$ cat src/pawn_eval_params.svh
`ifndef PAWN_EVAL_PARAMS_SVH
`define PAWN_EVAL_PARAMS_SVH

// board geometry and score width
`define EVAL_WIDTH      16
`define PIECE_WIDTH     4
`define BOARD_SQUARES   64

// extract 1 + scorer 3 + ctrl 1
`define EVAL_LATENCY    5

// penalty per isolated pawn
`define ISOLATED_MG     (-5)
`define ISOLATED_EG     (-15)

// penalty per doubled pawn, counted on the rear pawn
`define DOUBLED_MG      (-10)
`define DOUBLED_EG      (-20)

// connected bonus is relative row times step
`define CONNECTED_MG_STEP  3
`define CONNECTED_EG_STEP  2

`endif

$ cat src/pawn_eval_pkg.sv
`default_nettype none
`include "pawn_eval_params.svh"

package pawn_eval_pkg;

   typedef enum logic [`PIECE_WIDTH-1:0] {
      EMPTY        = 0,
      WHITE_PAWN   = 1,
      WHITE_KNIGHT = 2,
      WHITE_BISHOP = 3,
      WHITE_ROOK   = 4,
      WHITE_QUEEN  = 5,
      WHITE_KING   = 6,
      BLACK_PAWN   = 9,  // bit 3 marks black
      BLACK_KNIGHT = 10,
      BLACK_BISHOP = 11,
      BLACK_ROOK   = 12,
      BLACK_QUEEN  = 13,
      BLACK_KING   = 14
   } piece_t;

   // square = row * 8 + col, row 0 is white's back rank
   typedef piece_t [`BOARD_SQUARES-1:0] board_t;

   typedef logic signed [`EVAL_WIDTH-1:0] score_t;

   typedef struct packed {
      score_t mg;
      score_t eg;
   } score_pair_t;

   typedef logic [`BOARD_SQUARES-1:0] pawn_mask_t;  // one bit per relative square
   typedef logic [7:0] file_mask_t;

endpackage

`default_nettype wire

$ cat src/pawn_mask_extract.sv
`timescale 1ns/1ps
`default_nettype none

module pawn_mask_extract
(
   input  wire                            clk,
   input  wire                            rst_n,
   input  wire pawn_eval_pkg::board_t     board,
   input  wire                            side,
   output pawn_eval_pkg::pawn_mask_t      pawn_mask,
   output pawn_eval_pkg::file_mask_t      file_occ
);

   pawn_eval_pkg::piece_t     own_pawn;
   pawn_eval_pkg::pawn_mask_t mask_next;
   pawn_eval_pkg::file_mask_t occ_next;

   assign own_pawn = side ? pawn_eval_pkg::BLACK_PAWN : pawn_eval_pkg::WHITE_PAWN;

   // relative rows 0 and 7 stay clear
   always_comb
   begin
      int src_row;
      mask_next = '0;
      for (int rel_row = 1; rel_row < 7; rel_row++)
      begin
         src_row = side ? 7 - rel_row : rel_row;  // black seen from white's side
         for (int col = 0; col < 8; col++)
         begin
            mask_next[rel_row * 8 + col] = (board[src_row * 8 + col] == own_pawn);
         end
      end
   end

   always_comb
   begin
      occ_next = '0;
      for (int rel_row = 1; rel_row < 7; rel_row++)
      begin
         occ_next = occ_next | mask_next[rel_row * 8 +: 8];
      end
   end

   always_ff @(posedge clk or negedge rst_n)
   begin
      if (!rst_n)
      begin
         pawn_mask <= '0;
         file_occ  <= '0;
      end
      else
      begin
         pawn_mask <= mask_next;
         file_occ  <= occ_next;
      end
   end

endmodule

`default_nettype wire

$ cat src/isolated_scorer.sv
`timescale 1ns/1ps
`default_nettype none
`include "pawn_eval_params.svh"

module isolated_scorer
(
   input  wire                            clk,
   input  wire pawn_eval_pkg::pawn_mask_t pawn_mask,
   input  wire pawn_eval_pkg::file_mask_t file_occ,
   output pawn_eval_pkg::score_pair_t     score
);

   localparam pawn_eval_pkg::score_pair_t ISOLATED_W = '{
      mg: pawn_eval_pkg::score_t'(`ISOLATED_MG),
      eg: pawn_eval_pkg::score_t'(`ISOLATED_EG)
   };

   pawn_eval_pkg::file_mask_t  lonely_file;
   pawn_eval_pkg::score_pair_t weight_q [8:55];
   pawn_eval_pkg::score_pair_t row_sum [1:6];
   pawn_eval_pkg::score_pair_t row_q [1:6];
   pawn_eval_pkg::score_pair_t total;

   // no own pawn on either neighbour file, edges see one side only
   assign lonely_file = ~({1'b0, file_occ[7:1]} | {file_occ[6:0], 1'b0});

   always_ff @(posedge clk)
   begin
      for (int sq = 8; sq < 56; sq++)
      begin
         if (pawn_mask[sq] && lonely_file[sq % 8])
            weight_q[sq] <= ISOLATED_W;
         else
            weight_q[sq] <= '0;
      end
   end

   always_comb
   begin
      total = '0;
      for (int row = 1; row < 7; row++)
      begin
         row_sum[row] = '0;
         for (int col = 0; col < 8; col++)
         begin
            row_sum[row].mg = row_sum[row].mg + weight_q[row * 8 + col].mg;
            row_sum[row].eg = row_sum[row].eg + weight_q[row * 8 + col].eg;
         end
         total.mg = total.mg + row_q[row].mg;
         total.eg = total.eg + row_q[row].eg;
      end
   end

   always_ff @(posedge clk)
   begin
      row_q <= row_sum;
      score <= total;
   end

endmodule

`default_nettype wire

$ cat src/doubled_scorer.sv
`timescale 1ns/1ps
`default_nettype none
`include "pawn_eval_params.svh"

module doubled_scorer
(
   input  wire                            clk,
   input  wire pawn_eval_pkg::pawn_mask_t pawn_mask,
   output pawn_eval_pkg::score_pair_t     score
);

   localparam pawn_eval_pkg::score_pair_t DOUBLED_W = '{
      mg: pawn_eval_pkg::score_t'(`DOUBLED_MG),
      eg: pawn_eval_pkg::score_t'(`DOUBLED_EG)
   };

   pawn_eval_pkg::pawn_mask_t  doubled;
   pawn_eval_pkg::score_pair_t weight_q [8:47];
   pawn_eval_pkg::score_pair_t row_sum [1:5];
   pawn_eval_pkg::score_pair_t row_q [1:5];
   pawn_eval_pkg::score_pair_t total;

   // walk each file from the front, flag pawns with a friend ahead
   always_comb
   begin
      logic seen;
      doubled = '0;
      for (int col = 0; col < 8; col++)
      begin
         seen = 1'b0;
         for (int row = 6; row > 0; row--)
         begin
            doubled[row * 8 + col] = pawn_mask[row * 8 + col] & seen;
            seen = seen | pawn_mask[row * 8 + col];
         end
      end
   end

   // row 6 has nothing ahead of it
   always_ff @(posedge clk)
   begin
      for (int sq = 8; sq < 48; sq++)
      begin
         if (doubled[sq])
            weight_q[sq] <= DOUBLED_W;
         else
            weight_q[sq] <= '0;
      end
   end

   always_comb
   begin
      total = '0;
      for (int row = 1; row < 6; row++)
      begin
         row_sum[row] = '0;
         for (int col = 0; col < 8; col++)
         begin
            row_sum[row].mg = row_sum[row].mg + weight_q[row * 8 + col].mg;
            row_sum[row].eg = row_sum[row].eg + weight_q[row * 8 + col].eg;
         end
         total.mg = total.mg + row_q[row].mg;
         total.eg = total.eg + row_q[row].eg;
      end
   end

   always_ff @(posedge clk)
   begin
      row_q <= row_sum;
      score <= total;
   end

endmodule

`default_nettype wire

$ cat src/connected_scorer.sv
`timescale 1ns/1ps
`default_nettype none
`include "pawn_eval_params.svh"

module connected_scorer
(
   input  wire                            clk,
   input  wire pawn_eval_pkg::pawn_mask_t pawn_mask,
   output pawn_eval_pkg::score_pair_t     score
);

   pawn_eval_pkg::pawn_mask_t  linked;
   pawn_eval_pkg::score_pair_t weight_q [8:55];
   pawn_eval_pkg::score_pair_t row_sum [1:6];
   pawn_eval_pkg::score_pair_t row_q [1:6];
   pawn_eval_pkg::score_pair_t total;

   always_comb
   begin
      pawn_eval_pkg::file_mask_t support;
      linked = '0;
      for (int row = 1; row < 7; row++)
      begin
         // beside on this row or diagonally one row behind
         support = pawn_mask[row * 8 +: 8] | pawn_mask[(row - 1) * 8 +: 8];
         linked[row * 8 +: 8] = pawn_mask[row * 8 +: 8] &
                                ({support[6:0], 1'b0} | {1'b0, support[7:1]});
      end
   end

   always_ff @(posedge clk)
   begin
      for (int sq = 8; sq < 56; sq++)
      begin
         if (linked[sq])
         begin
            weight_q[sq].mg <= pawn_eval_pkg::score_t'((sq / 8) * `CONNECTED_MG_STEP);
            weight_q[sq].eg <= pawn_eval_pkg::score_t'((sq / 8) * `CONNECTED_EG_STEP);
         end
         else
            weight_q[sq] <= '0;
      end
   end

   always_comb
   begin
      total = '0;
      for (int row = 1; row < 7; row++)
      begin
         row_sum[row] = '0;
         for (int col = 0; col < 8; col++)
         begin
            row_sum[row].mg = row_sum[row].mg + weight_q[row * 8 + col].mg;
            row_sum[row].eg = row_sum[row].eg + weight_q[row * 8 + col].eg;
         end
         total.mg = total.mg + row_q[row].mg;
         total.eg = total.eg + row_q[row].eg;
      end
   end

   always_ff @(posedge clk)
   begin
      row_q <= row_sum;
      score <= total;
   end

endmodule

`default_nettype wire

$ cat src/eval_ctrl.sv
`timescale 1ns/1ps
`default_nettype none
`include "pawn_eval_params.svh"

module eval_ctrl
(
   input  wire                             clk,
   input  wire                             rst_n,
   input  wire                             board_valid,
   input  wire                             side,
   input  wire pawn_eval_pkg::score_pair_t isolated,
   input  wire pawn_eval_pkg::score_pair_t doubled,
   input  wire pawn_eval_pkg::score_pair_t connected,
   output logic                            eval_valid,
   output pawn_eval_pkg::score_pair_t      eval_out
);

   logic [`EVAL_LATENCY-1:0]   valid_pipe;
   logic [`EVAL_LATENCY-2:0]   side_pipe;  // one stage shorter than valid_pipe
   logic                       negate;
   pawn_eval_pkg::score_pair_t total;

   assign negate     = side_pipe[`EVAL_LATENCY-2];
   assign eval_valid = valid_pipe[`EVAL_LATENCY-1];

   always_comb
   begin
      total.mg = isolated.mg + doubled.mg + connected.mg;
      total.eg = isolated.eg + doubled.eg + connected.eg;
   end

   always_ff @(posedge clk or negedge rst_n)
   begin
      if (!rst_n)
         valid_pipe <= '0;
      else
         valid_pipe <= {valid_pipe[`EVAL_LATENCY-2:0], board_valid};
   end

   always_ff @(posedge clk)
   begin
      side_pipe <= {side_pipe[`EVAL_LATENCY-3:0], side};
   end

   // black results flip sign back to absolute terms
   always_ff @(posedge clk)
   begin
      eval_out.mg <= negate ? -total.mg : total.mg;
      eval_out.eg <= negate ? -total.eg : total.eg;
   end

   a_valid_known: assert property (@(posedge clk) disable iff (!rst_n)
      !$isunknown(eval_valid))
      else $error("eval_valid is unknown");

   // unreset data regs stay unknown until a board has crossed the whole datapath
   a_out_known: assert property (@(posedge clk) disable iff (!rst_n)
      eval_valid |-> !$isunknown(eval_out))
      else $error("eval_out unknown while eval_valid is high");

endmodule

`default_nettype wire

$ cat src/pawn_eval_top.sv
`timescale 1ns/1ps
`default_nettype none

module pawn_eval_top
(
   input  wire                            clk,
   input  wire                            rst_n,
   input  wire                            board_valid,
   input  wire pawn_eval_pkg::board_t     board,
   input  wire                            side,
   output logic                           eval_valid,
   output pawn_eval_pkg::score_pair_t     eval_out
);

   pawn_eval_pkg::pawn_mask_t  pawn_mask;
   pawn_eval_pkg::file_mask_t  file_occ;
   pawn_eval_pkg::score_pair_t isolated;
   pawn_eval_pkg::score_pair_t doubled;
   pawn_eval_pkg::score_pair_t connected;

   pawn_mask_extract u_extract
   (
      .clk       (clk),
      .rst_n     (rst_n),
      .board     (board),
      .side      (side),
      .pawn_mask (pawn_mask),
      .file_occ  (file_occ)
   );

   isolated_scorer u_isolated
   (
      .clk       (clk),
      .pawn_mask (pawn_mask),
      .file_occ  (file_occ),
      .score     (isolated)
   );

   doubled_scorer u_doubled
   (
      .clk       (clk),
      .pawn_mask (pawn_mask),
      .score     (doubled)
   );

   connected_scorer u_connected
   (
      .clk       (clk),
      .pawn_mask (pawn_mask),
      .score     (connected)
   );

   // valid and side ride alongside the scorer pipes
   eval_ctrl u_ctrl
   (
      .clk         (clk),
      .rst_n       (rst_n),
      .board_valid (board_valid),
      .side        (side),
      .isolated    (isolated),
      .doubled     (doubled),
      .connected   (connected),
      .eval_valid  (eval_valid),
      .eval_out    (eval_out)
   );

endmodule

`default_nettype wire

$ cat config.mk
export PLATFORM = sky130hd
export DESIGN_NAME = pawn_eval_top
export DESIGN_NICKNAME = d
export VERILOG_FILES = /design/src/pawn_eval_pkg.sv /design/src/pawn_mask_extract.sv /design/src/isolated_scorer.sv /design/src/doubled_scorer.sv /design/src/connected_scorer.sv /design/src/eval_ctrl.sv /design/src/pawn_eval_top.sv
export VERILOG_INCLUDE_DIRS = /design/src
export SDC_FILE = /design/constraint.sdc
export NUM_CORES = 2
export LEC_CHECK = 0
export BUFFER_PORTS_ARGS = -buffer_cell sky130_fd_sc_hd__buf_2
export CORE_UTILIZATION = 65
export DETAILED_ROUTE_END_ITERATION = 16
export PLACE_DENSITY_LB_ADDON = 0.15
export SYNTH_ARGS = -nofsm -noshare
export SYNTH_HDL_FRONTEND = slang
export SYNTH_HIERARCHICAL = 1
export SYNTH_MEMORY_MAX_BITS = 65536
export SYNTH_SLANG_ARGS = --single-unit
export TNS_END_PERCENT = 10
$ cat constraint.sdc
create_clock -name clk -period 7.4 [get_ports clk]
set_clock_uncertainty 0.2 [all_clocks]
set_input_delay 0.37 -clock clk [delete_from_list [all_inputs] [get_ports clk]]
set_output_delay 0.37 -clock clk [all_outputs]
set_load 0.005 [all_outputs]
# Yosys cells after proc, flatten, opt, wreduce, memory -nomap -nowiden
# Memories as Yosys holds them, arrays and structs flattened.
# Cells that the tools add are included.
dict set report classes {
  n_addsub 314
  n_lt_le_gt_ge 48
  eq_ne 48
  mux 697
  bitwise 232
  n_reduce_logical 48
}
# operator count
set op_table {}
lappend op_table {{16-bit adder} 270}
lappend op_table {{32-bit by 8-bit < comparator with 1-bit output, second input constant} 48}
lappend op_table {{28-bit 2-to-1 mux} 48}
lappend op_table {{27-bit 2-to-1 mux} 40}
lappend op_table {{4-bit binary-select mux with 6-bit select} 42}
lappend op_table {{32-bit by 4-bit adder with 32-bit output, second input constant} 24}
lappend op_table {{1-bit 2-to-1 mux} 408}
lappend op_table {{4-bit 2-to-1 mux} 97}
lappend op_table {{32-bit by 3-bit adder with 32-bit output, second input constant} 12}
lappend op_table {{8-bit 2-to-1 mux} 48}
lappend op_table {{32-bit by 2-bit adder with 32-bit output, second input constant} 6}
lappend op_table {{4-bit == test} 48}
lappend op_table {{1-bit OR} 168}
lappend op_table {{8-bit OR} 10}
lappend op_table {{4-bit binary-select mux with 3-bit select} 6}
lappend op_table {{8-bit bitwise AND} 6}
lappend op_table {{1-bit logical AND} 48}
lappend op_table {{8-bit by 7-bit OR with 8-bit output} 6}
lappend op_table {{1-bit bitwise AND} 40}
lappend op_table {{16-bit 2-to-1 mux} 2}
lappend op_table {{16-bit negation} 2}
lappend op_table {{3-bit 2-to-1 mux} 6}
lappend op_table {{8-bit NOT} 1}
lappend op_table {{7-bit by 8-bit OR with 8-bit output} 1}
dict set report word_totals {
  register_bits 737
  ramBits 2808
  inputBits 260
  output_inout_bits 33
  elab_cells 1436
  mem_count 3
}
# name depth word_bits read_ports rd_clocked_by_memory_dff wr line
set mem_list {}
lappend mem_list {u_isolated.weight_q 48 28 48 0 48 isolated_scorer.sv:19} ;# pawn_eval_pkg::score_pair_t weight_q [8:55];
lappend mem_list {u_doubled.weight_q 40 27 40 0 40 doubled_scorer.sv:18} ;# pawn_eval_pkg::score_pair_t weight_q [8:47];
lappend mem_list {u_connected.weight_q 48 8 48 0 48 connected_scorer.sv:13} ;# pawn_eval_pkg::score_pair_t weight_q [8:55];

# Logic depth before layout (Yosys ltp)
dict set report depth {
  word_depth 11
  ltp_mapped 17
}

# Modules after synthesis
# The synthesis kept the hierarchy.
# module instances cells_per_inst area_each_um2
set by_module_without_submodules {}
lappend by_module_without_submodules {isolated_scorer 1 1209 14154.8}
lappend by_module_without_submodules {connected_scorer 1 674 7651.1}
lappend by_module_without_submodules {doubled_scorer 1 696 7639.8}
lappend by_module_without_submodules {eval_ctrl 1 348 3432.0}
lappend by_module_without_submodules {pawn_mask_extract 1 292 2961.6}

# Least setup slack after synthesis
# Ideal clock, no wire load.
dict set report synth_timing {
  path_type {flip-flop to flip-flop}
  from {reg u_isolated/weight_q[0][475] (netlist name)}
  to {reg u_isolated/row_q[157] (netlist name)}
  setup_time_ns 0.126
  arrival_time_ns 4.389
  required_ns 7.074
  slack_ns 2.685
  stages_incl_launch_ff 11
  cell_sequence {dfxtp_1 fa_1 inv_1 fa_1 fa_1 fa_1 inv_1 fa_1 fa_1 fa_1 mux2i_1}
}
# element line
set synth_lines {}
lappend synth_lines {{end signal: assignment} isolated_scorer.sv:56} ;# row_q <= row_sum;
lappend synth_lines {{end: declaration} isolated_scorer.sv:21} ;# pawn_eval_pkg::score_pair_t row_q [1:6];

==> impl_metrics.env <==
export IMPL_drt_wirelength_per_cell_um=19.47
export IMPL_p_int_mw=9.554
export IMPL_final_core_util=0.7517
export IMPL_grt_pass1_vias=25500
export IMPL_routed_wl_mm=84.13
export IMPL_path_max_fanout=5
export IMPL_ctsHoldBuffers=108
export IMPL_grt_overflow_total=0
export IMPL_crit_type="reg -> reg"
export IMPL_cts_tree="yes"
export IMPL_p_leak_nw=20.56
export IMPL_required_ns=7.71
export IMPL_grt_pass1_wl_mm=133.6
export IMPL_ir_drop_mv=0.3821
export IMPL_min_period_over_period=0.6855
export IMPL_rrSetupSlack_ns=2.33
export IMPL_drive_gt1_frac=0.1082
export IMPL_hold_class="in -> reg"
export IMPL_status="completed"
export IMPL_wl_met1_mm=35.73
export IMPL_final_max_slew_viol_count=0
export IMPL_yosysWarningCount=6
export IMPL_grt_usage=0.3120
export IMPL_area_growth_pct=13.74
export IMPL_grt_start_max_net_pins=111
export IMPL_drtPass1Iterations=5
export IMPL_comb_power_share=0.530
export IMPL_setup_tns_final_ns=0
export IMPL_n_fill_cell=3606
export IMPL_power_switching_mw=6.547
export IMPL_powerDensity_nw_per_um2=395.6
export IMPL_swShare=0.4066
export IMPL_diodes=0
export IMPL_dr_wl_met3_mm=4.886
export IMPL_initial_core_util=0.6609
export IMPL_worstSkewPairLatency_ns=0.64
export IMPL_antenna_found_initial=0
export IMPL_cts_sinks=603
export IMPL_syn_avg_cell_area_um2=11.14
export IMPL_tightest_slew_ns=1.047
export IMPL_hold_viol=0
export IMPL_netlist_area_um2=35780
export IMPL_io_pins=293
export IMPL_place_ws_ns=2.356
export IMPL_clockBufferDepth=3
export IMPL_fin_area_um2=40690
export IMPL_multi_input_area_um2=20560
export IMPL_postCtsSetupBuffers=0
export IMPL_dp_hpwl_mm=68.08
export IMPL_setup_viol=0
export IMPL_cp_arrival_ns=5.38
export IMPL_placedInstanceArea_um2=37460
export IMPL_end_kind="flop"
export IMPL_drc=0
export IMPL_antenna_left=0
export IMPL_die_y_um=236.6
export IMPL_rows=85
export IMPL_wl_met2_mm=40.94
export IMPL_fin_ws_ns=2.327
export IMPL_syn_inst=3211
export IMPL_nets=4571
export IMPL_htreeDepth=2
export IMPL_maxCapViolCount=0
export IMPL_ff_latch_area_um2=12380
export IMPL_highest_layer="met4"
export IMPL_rsz0062_at_grt="no"
export IMPL_cts_resized=0
export IMPL_dieWidth_um=236.6
export IMPL_io_buffers=228
export IMPL_cts_made_buffers=60
export IMPL_die_area_um2=55990
export IMPL_slew_headroom=0.3017
export IMPL_coreArea_um2=54130
export IMPL_p_clk_frac=0.203
export IMPL_max_freq_mhz=197.1
export IMPL_first_iter_violations=1330
export IMPL_vias=23420
export IMPL_worst_setup_path_start_kind="flop"
export IMPL_globalplace_congestion=0.9305
export IMPL_clk_pin_slew_ns=0.07
export IMPL_avgViaCountPerCell=5.420
export IMPL_final_min_clock_period_ns=5.073
export IMPL_root_buffer="clkbuf_16"
export IMPL_share_seq_of_total_power=0.267
-- metal layers --
layer	vias up	GRT usage
met5	-	0
met4	0	0.1041
li1	10890	-
met1	11660	0.4065
met2	717	0.5364
met3	145	0.04523
-- stage by stage --
stage               instances  power, mW  hold slack [ns]
floorplan                3231      10.52          -0.1256
global placement         4098      12.44           0.1138
detailed placement       4098      12.73           0.1157
CTS                      4320      16.11         0.009268
global route             4320      17.26          0.04977
finish                   4320      16.10          0.04753
-- critical path, stage by stage (launching register included) --
cell and delay (ns):
dfxtp_1 0.32, fa_1 0.59, inv_1 0.08, fa_1 0.54, fa_1 0.58, fa_1 0.81, inv_1 0.26, fa_1 0.54
fa_1 0.47, fa_1 0.42, mux2i_1 0.13
-- final timing paths --
check / to / cells after the start / from
setup / recovery: u_isolated/row_q[157]$_DFF_P_ / 10 / u_isolated/weight_q[0][475]$_DFF_P_
hold / removal: u_extract/file_occ[1]$_DFF_PN0_ / 4 / board[100]
setup reg to reg: u_isolated/row_q[157]$_DFF_P_ / 10 / u_isolated/weight_q[0][475]$_DFF_P_
hold reg to reg: u_ctrl/side_pipe[3]$_DFF_P_ / 0 / u_ctrl/side_pipe[2]$_DFF_P_
max in group asynchronous: u_extract/pawn_mask[21]$_DFF_PN0_ / 3 / rst_n
min in group asynchronous: u_ctrl/valid_pipe[0]$_DFF_PN0_ / 3 / rst_n
-- power by group through the flow --
stage          Clock [mW]  Combinational [mW]  Sequential, mW
2_1_floorplan           0                6.29            4.24
3_3_place_gp            0                8.07            4.36
3_5_place_dp            0                8.35            4.38
4_1_cts              3.31                8.49            4.31
5_1_grt              3.45                9.45            4.36
6_report             3.26                8.53            4.31
-- flip-flops by register name (all words and copies together), names as in the netlist --
register	cells
u_isolated/row_q	168
u_doubled/row_q	75
u_connected/row_q	61
u_connected/weight_q	48
u_extract/pawn_mask	48
u_isolated/weight_q	48
u_doubled/weight_q	40
u_ctrl/eval_out	32
u_isolated/score	31
u_connected/score	20
u_doubled/score	15
u_extract/file_occ	8
u_ctrl/valid_pipe	5
u_ctrl/side_pipe	4
-- cells in the final DEF, fill, tap and decap left out, types with 31 or more instances in the layout --
cell type / count
a21o_1: 69
a21oi_1: 74
and2_1: 52
buf_2: 227
clkbuf_16: 61
dfrtp_1: 61
dfxtp_1: 542
dlygate4sd3_1: 108
fa_1: 459
ha_1: 280
inv_1: 666
nand2_1: 148
nand2b_1: 35
nor2_1: 86
nor2b_1: 31
o21a_1: 38
o21ai_0: 73
o41a_1: 36
xnor2_1: 136
xor2_1: 52
-- area by class of cell --
| class | count | area share |
|---|---|---|
| clock inverter | 39 | 0.01245 |
| tap | 696 | 0.02140 |
| timing repair buffer | 337 | 0.05485 |
| inverter | 666 | 0.06143 |
| sequential | 603 | 0.3041 |
| multi-input combinational | 1904 | 0.5052 |
| clock buffer | 75 | 0.04052 |
No activity file was read; power rests on OpenSTA's default activity.
